**src/source/rs_pkg.sv**
```systemverilog
/*
 * Shared widths, ALU function encoding and execution latencies
 * for the reservation-station issue cluster
 */
package rs_pkg;

    ////////////////////
    // Datapath widths
    ////////////////////
    parameter int DATA_WIDTH = 32;  // Operand and result width
    parameter int TAG_WIDTH  = 5;   // ROB tag width, tag 0 is legal

    ////////////////////
    // ALU functions
    ////////////////////
    typedef enum logic [2:0] {
        ALU_ADD = 3'd0,
        ALU_SUB = 3'd1,
        ALU_AND = 3'd2,
        ALU_OR  = 3'd3,
        ALU_XOR = 3'd4,
        ALU_SLT = 3'd5,  // Signed less-than, 1 or 0
        ALU_MUL = 3'd6   // Low half of product
    } alu_func_t;

    ////////////////////
    // Latencies
    ////////////////////
    // Cycles spent in the functional unit per function class
    parameter int ALU_LATENCY = 1;  // Every function but multiply
    parameter int MUL_LATENCY = 3;  // Multiply only

endpackage
```
**src/source/rs_cluster.sv**
```systemverilog
/*
 * Issue cluster top: reservation-station entries, selector, sequencer,
 * latency timer and the functional unit driving the CDB
 */
module rs_cluster import rs_pkg::*; #(
    parameter int  NUM_ENTRIES = 4,
    localparam int IDX_WIDTH   = $clog2(NUM_ENTRIES)
) (
    input  logic                  clock,
    input  logic                  reset,
    input  logic                  dispatch_valid,
    input  alu_func_t             dispatch_func,
    input  logic [TAG_WIDTH-1:0]  dispatch_tag,
    input  logic [DATA_WIDTH-1:0] dispatch_npc,
    input  logic                  dispatch_branch,
    input  logic [DATA_WIDTH-1:0] opa_value,
    input  logic [DATA_WIDTH-1:0] opb_value,
    input  logic                  opa_ready,
    input  logic                  opb_ready,
    output logic                  rs_full,
    output logic                  cdb_valid,
    output logic [TAG_WIDTH-1:0]  cdb_tag,
    output logic [DATA_WIDTH-1:0] cdb_value,
    output logic [DATA_WIDTH-1:0] cdb_npc,
    output logic                  cdb_branch
);

    logic [NUM_ENTRIES-1:0] busy_vec;
    logic [NUM_ENTRIES-1:0] ready_vec;
    logic [NUM_ENTRIES-1:0] alloc_grant;
    logic [IDX_WIDTH-1:0]   issue_pick;
    logic                   any_ready;
    logic                   issue_strobe;
    logic                   fu_busy;
    logic                   exec_done;

    alu_func_t             entry_func   [NUM_ENTRIES];
    logic [TAG_WIDTH-1:0]  entry_tag    [NUM_ENTRIES];
    logic [DATA_WIDTH-1:0] entry_npc    [NUM_ENTRIES];
    logic                  entry_branch [NUM_ENTRIES];
    logic [DATA_WIDTH-1:0] entry_opa    [NUM_ENTRIES];
    logic [DATA_WIDTH-1:0] entry_opb    [NUM_ENTRIES];

    ////////////////////
    // Entries
    ////////////////////
    for (genvar i = 0; i < NUM_ENTRIES; i++) begin : g_entry
        rs_entry i_rs_entry (
            .clock     (clock),
            .reset     (reset),
            .load      (dispatch_valid && !rs_full && alloc_grant[i]),
            .free      (issue_strobe && (issue_pick == IDX_WIDTH'(i))),
            .in_func   (dispatch_func),
            .in_tag    (dispatch_tag),
            .in_npc    (dispatch_npc),
            .in_branch (dispatch_branch),
            .opa_in    (opa_value),
            .opb_in    (opb_value),
            .opa_ready (opa_ready),
            .opb_ready (opb_ready),
            .cdb_valid (cdb_valid),   // Wakeup feedback
            .cdb_tag   (cdb_tag),
            .cdb_value (cdb_value),
            .busy      (busy_vec[i]),
            .ready     (ready_vec[i]),
            .func      (entry_func[i]),
            .tag       (entry_tag[i]),
            .npc       (entry_npc[i]),
            .branch    (entry_branch[i]),
            .opa       (entry_opa[i]),
            .opb       (entry_opb[i])
        );
    end

    rs_select #(.NUM_ENTRIES(NUM_ENTRIES)) i_rs_select (
        .busy_vec    (busy_vec),
        .ready_vec   (ready_vec),
        .alloc_grant (alloc_grant),
        .rs_full     (rs_full),
        .any_ready   (any_ready),
        .issue_pick  (issue_pick)
    );

    fu_sequencer i_fu_sequencer (
        .clock        (clock),
        .reset        (reset),
        .any_ready    (any_ready),
        .exec_done    (exec_done),
        .issue_strobe (issue_strobe),
        .fu_busy      (fu_busy),    // Ready entries hold while set
        .cdb_valid    (cdb_valid)
    );

    ////////////////////
    // Execution
    ////////////////////
    latency_timer i_latency_timer (
        .clock     (clock),
        .reset     (reset),
        .start     (issue_strobe),
        .func      (entry_func[issue_pick]),  // Picked entry's function
        .exec_done (exec_done)
    );

    alu_exec i_alu_exec (
        .clock      (clock),
        .reset      (reset),
        .capture    (issue_strobe),
        .func       (entry_func[issue_pick]),
        .tag        (entry_tag[issue_pick]),
        .npc        (entry_npc[issue_pick]),
        .branch     (entry_branch[issue_pick]),
        .opa        (entry_opa[issue_pick]),
        .opb        (entry_opb[issue_pick]),
        .cdb_tag    (cdb_tag),
        .cdb_value  (cdb_value),
        .cdb_npc    (cdb_npc),
        .cdb_branch (cdb_branch)
    );

endmodule

```
**src/source/alu_exec.sv**
```systemverilog
/*
 * Shared functional unit: latches the issued instruction and computes
 * its result from the held operands
 */
module alu_exec import rs_pkg::*; (
    input  logic                  clock,
    input  logic                  reset,
    input  logic                  capture,     // Issue strobe
    input  alu_func_t             func,
    input  logic [TAG_WIDTH-1:0]  tag,
    input  logic [DATA_WIDTH-1:0] npc,
    input  logic                  branch,
    input  logic [DATA_WIDTH-1:0] opa,
    input  logic [DATA_WIDTH-1:0] opb,
    output logic [TAG_WIDTH-1:0]  cdb_tag,
    output logic [DATA_WIDTH-1:0] cdb_value,
    output logic [DATA_WIDTH-1:0] cdb_npc,
    output logic                  cdb_branch
);

    alu_func_t             func_q;
    logic [DATA_WIDTH-1:0] opa_q;
    logic [DATA_WIDTH-1:0] opb_q;

    // Held until the next issue
    always_ff @(posedge clock) begin
        if (reset) begin
            func_q     <= ALU_ADD;
            opa_q      <= '0;
            opb_q      <= '0;
            cdb_tag    <= '0;
            cdb_npc    <= '0;
            cdb_branch <= 1'b0;
        end else if (capture) begin
            func_q     <= func;
            opa_q      <= opa;
            opb_q      <= opb;
            cdb_tag    <= tag;
            cdb_npc    <= npc;
            cdb_branch <= branch;
        end
    end

    ////////////////////
    // Result
    ////////////////////
    always_comb begin
        case (func_q)
            ALU_ADD: cdb_value = opa_q + opb_q;
            ALU_SUB: cdb_value = opa_q - opb_q;
            ALU_AND: cdb_value = opa_q & opb_q;
            ALU_OR:  cdb_value = opa_q | opb_q;
            ALU_XOR: cdb_value = opa_q ^ opb_q;
            ALU_SLT: cdb_value = DATA_WIDTH'($signed(opa_q) < $signed(opb_q));
            ALU_MUL: cdb_value = opa_q * opb_q;  // Truncated to low half
            default: cdb_value = '0;
        endcase
    end

endmodule

```
**src/source/latency_timer.sv**
```systemverilog
/*
 * Execution latency counter, pulses exec_done on the last step
 */
module latency_timer import rs_pkg::*; (
    input  logic      clock,
    input  logic      reset,
    input  logic      start,      // Issue strobe
    input  alu_func_t func,       // Function being issued
    output logic      exec_done
);

    localparam int CNT_WIDTH = $clog2(MUL_LATENCY + 2);

    logic [CNT_WIDTH-1:0] count;  // Remaining steps, 0 when idle

    // Extra step covers the operand capture cycle
    always_ff @(posedge clock) begin
        if (reset)
            count <= '0;
        else if (start)
            count <= (func == ALU_MUL) ? CNT_WIDTH'(MUL_LATENCY + 1)
                                       : CNT_WIDTH'(ALU_LATENCY + 1);
        else if (count != '0)
            count <= count - 1'b1;
    end

    assign exec_done = (count == CNT_WIDTH'(1));

endmodule

```
**src/source/fu_sequencer.sv**
```systemverilog
/*
 * Functional-unit sequencer: issues one ready instruction, waits
 * for execution and holds the CDB broadcast for one cycle
 */
module fu_sequencer (
    input  logic clock,
    input  logic reset,
    input  logic any_ready,     // Some entry can issue
    input  logic exec_done,     // Timer says result is valid
    output logic issue_strobe,  // Free entry, capture operands
    output logic fu_busy,
    output logic cdb_valid
);

    typedef enum logic [1:0] {
        IDLE  = 2'd0,
        EXEC  = 2'd1,
        BCAST = 2'd2
    } state_t;

    state_t state;
    state_t next_state;

    always_ff @(posedge clock) begin
        if (reset)
            state <= IDLE;
        else
            state <= next_state;
    end

    ////////////////////
    // Next state
    ////////////////////
    always_comb begin
        next_state = state;
        case (state)
            IDLE:    if (any_ready) next_state = EXEC;
            EXEC:    if (exec_done) next_state = BCAST;
            BCAST:   next_state = IDLE;  // Single broadcast cycle
            default: next_state = IDLE;
        endcase
    end

    // Outputs decoded from state
    assign issue_strobe = (state == IDLE) && any_ready;
    assign fu_busy      = (state != IDLE);
    assign cdb_valid    = (state == BCAST);

endmodule

```
**src/source/rs_select.sv**
```systemverilog
/*
 * Entry selector: lowest free entry for dispatch, lowest ready entry
 * for issue, and the station-full flag
 */
module rs_select #(
    parameter int  NUM_ENTRIES = 4,
    localparam int IDX_WIDTH   = $clog2(NUM_ENTRIES)
) (
    input  logic [NUM_ENTRIES-1:0] busy_vec,
    input  logic [NUM_ENTRIES-1:0] ready_vec,
    output logic [NUM_ENTRIES-1:0] alloc_grant,  // One-hot, zero when full
    output logic                   rs_full,
    output logic                   any_ready,
    output logic [IDX_WIDTH-1:0]   issue_pick    // Valid with any_ready
);

    assign rs_full   = &busy_vec;
    assign any_ready = |ready_vec;

    ////////////////////
    // Dispatch finder
    ////////////////////
    always_comb begin
        alloc_grant = '0;
        for (int i = NUM_ENTRIES - 1; i >= 0; i--) begin
            if (!busy_vec[i])
                alloc_grant = NUM_ENTRIES'(1) << i;  // Lower index overrides
        end
    end

    ////////////////////
    // Issue finder
    ////////////////////
    always_comb begin
        issue_pick = '0;
        for (int i = NUM_ENTRIES - 1; i >= 0; i--) begin
            if (ready_vec[i])
                issue_pick = IDX_WIDTH'(i);  // Lowest ready wins
        end
    end

endmodule

```
**src/source/rs_entry.sv**
```systemverilog
/*
 * Reservation-station entry: holds one renamed instruction, snoops the
 * CDB for missing operands and releases itself when issued
 */
module rs_entry import rs_pkg::*; (
    input  logic                  clock,
    input  logic                  reset,
    input  logic                  load,       // Write dispatched instr
    input  logic                  free,       // Entry issued this cycle
    input  alu_func_t             in_func,
    input  logic [TAG_WIDTH-1:0]  in_tag,     // Destination ROB tag
    input  logic [DATA_WIDTH-1:0] in_npc,
    input  logic                  in_branch,
    input  logic [DATA_WIDTH-1:0] opa_in,     // Value or producer tag
    input  logic [DATA_WIDTH-1:0] opb_in,
    input  logic                  opa_ready,  // opa_in holds a value
    input  logic                  opb_ready,
    input  logic                  cdb_valid,
    input  logic [TAG_WIDTH-1:0]  cdb_tag,
    input  logic [DATA_WIDTH-1:0] cdb_value,
    output logic                  busy,
    output logic                  ready,
    output alu_func_t             func,
    output logic [TAG_WIDTH-1:0]  tag,
    output logic [DATA_WIDTH-1:0] npc,
    output logic                  branch,
    output logic [DATA_WIDTH-1:0] opa,
    output logic [DATA_WIDTH-1:0] opb
);

    logic [TAG_WIDTH-1:0] opa_tag;       // Producer of waiting operand A
    logic [TAG_WIDTH-1:0] opb_tag;       // Producer of waiting operand B
    logic                 opa_valid;
    logic                 opb_valid;
    logic                 opa_hit_load;  // Broadcast in dispatch cycle
    logic                 opb_hit_load;
    logic                 opa_wake;      // Broadcast while waiting
    logic                 opb_wake;

    ////////////////////
    // CDB tag match
    ////////////////////
    assign opa_hit_load = !opa_ready && cdb_valid && (opa_in[TAG_WIDTH-1:0] == cdb_tag);
    assign opb_hit_load = !opb_ready && cdb_valid && (opb_in[TAG_WIDTH-1:0] == cdb_tag);
    assign opa_wake     = busy && !opa_valid && cdb_valid && (opa_tag == cdb_tag);
    assign opb_wake     = busy && !opb_valid && cdb_valid && (opb_tag == cdb_tag);

    assign ready = busy && opa_valid && opb_valid;  // FU gating lives in sequencer

    // Occupancy and operand valid bits
    always_ff @(posedge clock) begin
        if (reset) begin
            busy      <= 1'b0;
            opa_valid <= 1'b0;
            opb_valid <= 1'b0;
        end else if (load) begin
            busy      <= 1'b1;
            opa_valid <= opa_ready || opa_hit_load;  // Catch same-cycle result
            opb_valid <= opb_ready || opb_hit_load;
        end else if (free) begin
            busy      <= 1'b0;
            opa_valid <= 1'b0;
            opb_valid <= 1'b0;
        end else begin
            if (opa_wake)
                opa_valid <= 1'b1;
            if (opb_wake)
                opb_valid <= 1'b1;
        end
    end

    // Instruction payload and operand values
    always_ff @(posedge clock) begin
        if (load) begin
            func    <= in_func;
            tag     <= in_tag;
            npc     <= in_npc;
            branch  <= in_branch;
            opa_tag <= opa_in[TAG_WIDTH-1:0];  // Only meaningful when waiting
            opb_tag <= opb_in[TAG_WIDTH-1:0];
            opa     <= opa_hit_load ? cdb_value : opa_in;
            opb     <= opb_hit_load ? cdb_value : opb_in;
        end else begin
            if (opa_wake)
                opa <= cdb_value;
            if (opb_wake)
                opb <= cdb_value;  // Same tag may wake both
        end
    end

endmodule

```
**config.mk**
```make
export PLATFORM = sky130hd
export DESIGN_NAME = rs_cluster
export DESIGN_NICKNAME = d
export VERILOG_FILES = /design/src/source/rs_pkg.sv /design/src/source/rs_cluster.sv /design/src/source/alu_exec.sv /design/src/source/latency_timer.sv /design/src/source/fu_sequencer.sv /design/src/source/rs_select.sv /design/src/source/rs_entry.sv
export SDC_FILE = /design/constraint.sdc
export NUM_CORES = 2
export LEC_CHECK = 0
export BUFFER_PORTS_ARGS = -buffer_cell sky130_fd_sc_hd__buf_2
export CORE_ASPECT_RATIO = 0.6
export CORE_MARGIN = 2
export CORE_UTILIZATION = 30
export DETAILED_ROUTE_END_ITERATION = 6
export PLACE_DENSITY = 0.52
export SKIP_LAST_GASP = 1
export SLEW_MARGIN = 20
export SYNTH_ARGS = -nofsm -noshare
export SYNTH_HDL_FRONTEND = slang
export SYNTH_SLANG_ARGS = --single-unit
export TNS_END_PERCENT = 50
```
**constraint.sdc**
```tcl
create_clock -name clock -period 8.7 [get_ports clock]
set_input_delay 1.305 -clock clock [delete_from_list [all_inputs] [get_ports clock]]
set_output_delay 1.305 -clock clock [all_outputs]
set_load 0.02 [all_outputs]
```
==> out/summary.txt <==
HP Class: reg -> reg
Slack of the critical path: -0.606 ns
Dpl ws: -0.523 ns
Cts bufs inserted: 54
TritonRoute pass-1 iters: 7
Sequential power share: 51.1%
CP Launch Type: flop
Register area: 0.0163 mm2
Finished Layout Cells: 6490
Pleak: 21.3 nW
Worst vdd ir: 0.174 mV
Critical Path Most Common Cell: fa_1
Core area: 0.145 mm2
Die area: 0.149 mm2
Final Wtd Congestion: 1.01
Post-synthesis sequential area ratio: 37.2%
Cell taking the most area after synthesis: edfxtp_1
CTS tree: done
Synth Instances: 4098
Crit path max-delay cell type: fa_1
Average routed wire per standard cell: 27.7 um
Die height: 300 um
First-pass GRT wire length: 255000 um
Synth Area per Inst: 10.7 um2
Final Util: 36.3%
Maximum capacitance violations: 0
Final Hold Viols: 0
Initial Utilization: 30.2%
Synth top area share: 31.6%
Most frequent cell after synthesis: inv_1
DIE WIDTH: 497 um
Sw power: 0.00152 W
Worst-Margin Slew: 1.17 ns
DR iter-0 viols: 4490
Outcome: finished, violations left
Post-Place Cells: 6351
PwrDens: 116 mW/mm2
Net Sw Frac: 25.0%
Final WL: 180000 um
Share of post-route cells with drive strength above 1: 25.5%
Crit Path Category: reg -> out
Largest net degree at the start of global routing: 94
DR vias/cell: 5.40
Clock root cell: clkbuf_16
Commonest cells post-synth: inv_1, nor2_1, edfxtp_1, fa_1, nand2_1
Shortest clock period the worst path allows after layout: 9.31 ns
Clock buffer depth: 3
HPWL after detailed placement: 138000 um
Number of flops mapped to enable cells by yosys: 460
DRC viols: 2
CP max FO: 5
Fmax: 107 MHz
#FFs+latches synth: 582
Max incr delay on CP: 0.55 ns
Worst Path Arrival: 8.00 ns
Num Clock Sinks: 582
Via Count: 35100
Post-DRT Antenna Nets: 0
Synth cell types: 97
Nets: 5257
Critical Path RT: 7.39 ns
Async SR Flop Fraction: 0%
Synth top area cells: edfxtp_1, fa_1, ha_1
Max-slew violation count: 0
Row count: 108
Fin crit share: 107%
Vias in the first global route: 33700
I/O pin total: 182
Multi-input logic area: 0.0255 mm2
CTS H-tree depth: 2
Yosys warnings: 0
Hold Buf Count CTS: 0
All-Layer GR Usage: 23.6%
RSZ-0062 raised after global routing: true
Final setup viols: 17
Worst slew margin: 21.7%
Most used DFF post-synth: edfxtp_1
IO Port Bufs: 181
Grt ovf: 0
Skew-Pair Late Insertion Delay: 0.68 ns
Clock share of power: 40.6%
Area grow syn2layout: 20.2%
CTS clk-pin slew, worst paths: 0.07 ns
Syn Std Cell Area: 0.0437 mm2
Syn Nets: 4840
Skew final: 0.0640 ns
Crit end category: output port
Gate power share: 8.3%
Internal power: 0.00455 W
Initial antenna violation count: 7
Failing checks: design-rule violations, negative setup slack
Filler cells: 14400
-- registers in the layout, summed over array words and instances (netlist names) --
| name | count |
|---|---|
| g_entry.i_rs_entry.branch | 4 |
| g_entry.i_rs_entry.busy | 4 |
| g_entry.i_rs_entry.func | 12 |
| g_entry.i_rs_entry.npc | 128 |
| g_entry.i_rs_entry.opa | 128 |
| g_entry.i_rs_entry.opa_tag | 20 |
| g_entry.i_rs_entry.opa_valid | 4 |
| g_entry.i_rs_entry.opb | 128 |
| g_entry.i_rs_entry.opb_tag | 20 |
| g_entry.i_rs_entry.opb_valid | 4 |
| g_entry.i_rs_entry.tag | 20 |
| i_alu_exec.cdb_branch | 1 |
| i_alu_exec.cdb_npc | 32 |
| i_alu_exec.cdb_tag | 5 |
| i_alu_exec.func_q | 3 |
| i_alu_exec.opa_q | 32 |
| i_alu_exec.opb_q | 32 |
| i_fu_sequencer.state | 2 |
| i_latency_timer.count | 3 |
-- power groups by stage --
| stage | Combinational, W | Clock, W | Sequential [W] |
|---|---|---|---|
| after floorplan | 0.000272 | 0 | 0.00316 |
| after global placement | 0.000478 | 0 | 0.00317 |
| after detailed placement | 0.000483 | 0 | 0.00317 |
| after CTS | 0.000488 | 0.00248 | 0.00311 |
| after global routing | 0.000535 | 0.00261 | 0.00311 |
| final | 0.000504 | 0.00246 | 0.00311 |
-- worst paths after layout --
kind                                                            from                                       to  slack (ns)  cells after the start
worst max-delay path                i_alu_exec.opa_q[8]$_SDFFE_PP0P_                            cdb_value[24]       -0.61                     28
worst min-delay path            i_fu_sequencer.state[1]$_SDFFE_PP0P_     i_fu_sequencer.state[1]$_SDFFE_PP0P_        0.49                      1
worst max register to register      i_alu_exec.opb_q[4]$_SDFFE_PP0P_  g_entry[1].i_rs_entry.opb[30]$_DFFE_PP_        0.62                     31
worst min register to register  i_fu_sequencer.state[1]$_SDFFE_PP0P_     i_fu_sequencer.state[1]$_SDFFE_PP0P_        0.49                      1
-- cell type report --
class	instances	share of cell area, %
multi-input combinational	2766	48.5
sequential	582	31.0
timing repair buffer	609	8.93
tap	1925	4.58
inverter	502	3.65
clock buffer	69	2.92
clock inverter	33	0.426
antenna	4	0.0190
-- timing repair --
action | in CTS | in global routing
endpoints found under the setup margin | 20 | 21
pin swaps | 41 | 111
endpoints found under the hold margin | 0 | 0
gates cloned | 0 | 2
setup buffers | 12 | 23
resized for setup | 90 | 162
-- placed cells by master (no fill, tap or decap), types with 13 or more instances in the layout --
cell	netlist	routed
ha_1	222	203
inv_2	4	27
nor4_1	14	13
xnor2_1	126	124
edfxtp_1	460	460
nor2_2	0	22
nor3_1	32	30
o21ai_0	81	72
o21a_1	16	13
clkinv_1	18	18
mux2i_1	14	14
a21o_1	27	26
ha_4	0	17
buf_4	0	383
nand2_1	312	301
dfxtp_1	122	98
buf_2	4	170
or2_2	15	15
fa_2	0	20
nor2_1	474	435
nor2_4	0	17
buf_12	0	33
a211oi_1	66	65
nand2b_1	25	25
inv_1	480	453
dfxtp_2	0	21
o211ai_1	32	32
a222oi_1	100	100
clkbuf_16	0	61
buf_6	2	17
a221oi_1	64	63
fa_1	410	390
nand3_1	23	22
clkinv_2	0	17
a21oi_1	240	231
xor2_1	27	27
mux2_2	218	218
-- routing by layer --
metal | routed length, um | global-route usage (%) | vias to the layer above
met5 | 7 | 0 | -
met4 | 2610 | 3.46 | 2
met3 | 24800 | 8.19 | 162
met2 | 66600 | 29.8 | 1982
met1 | 85800 | 38.1 | 17900
li1 | - | - | 15000
-- critical path: cells and delay by family (launching register included) --
kind	cells	cell delay (ns)
DFF	1	0.35
adders and majority gates	9	3.87
and+or+nand+nor	5	0.97
buffers and inverters	9	1.09
AOI/OAI and AO/OA	5	1.01
-- logic make-up (layout without fill, tap and decap cells) --
kind of cell,count (synthesis),in the layout,share of synthesized area [%]
and+or+nand+nor,969,969,9.33
AOI/OAI and AO/OA,772,772,12.6
buffers and inverters,750,1213,6.49
adders and majority gates,632,632,25.1
DFF,582,582,37.2
muxes,240,240,6.21
xor gates and xnor gates,153,153,3.07
other,0,4,0
-- per-stage QoR --
step	total power (W)	instance area (um2)	TNS, ns	hold WS, ns
2_1_floorplan	0.00343	43700	0	0.436
4_1_cts	0.00608	51700	-8.44	0.490
5_1_grt	0.00626	52500	-11.31	0.517
6_report	0.00607	52500	-7.10	0.492
3_5_place_dp	0.00365	49600	-2.98	0.478
3_3_place_gp	0.00364	49500	-3.06	0.455
No activity file was read; power rests on OpenSTA's default activity.
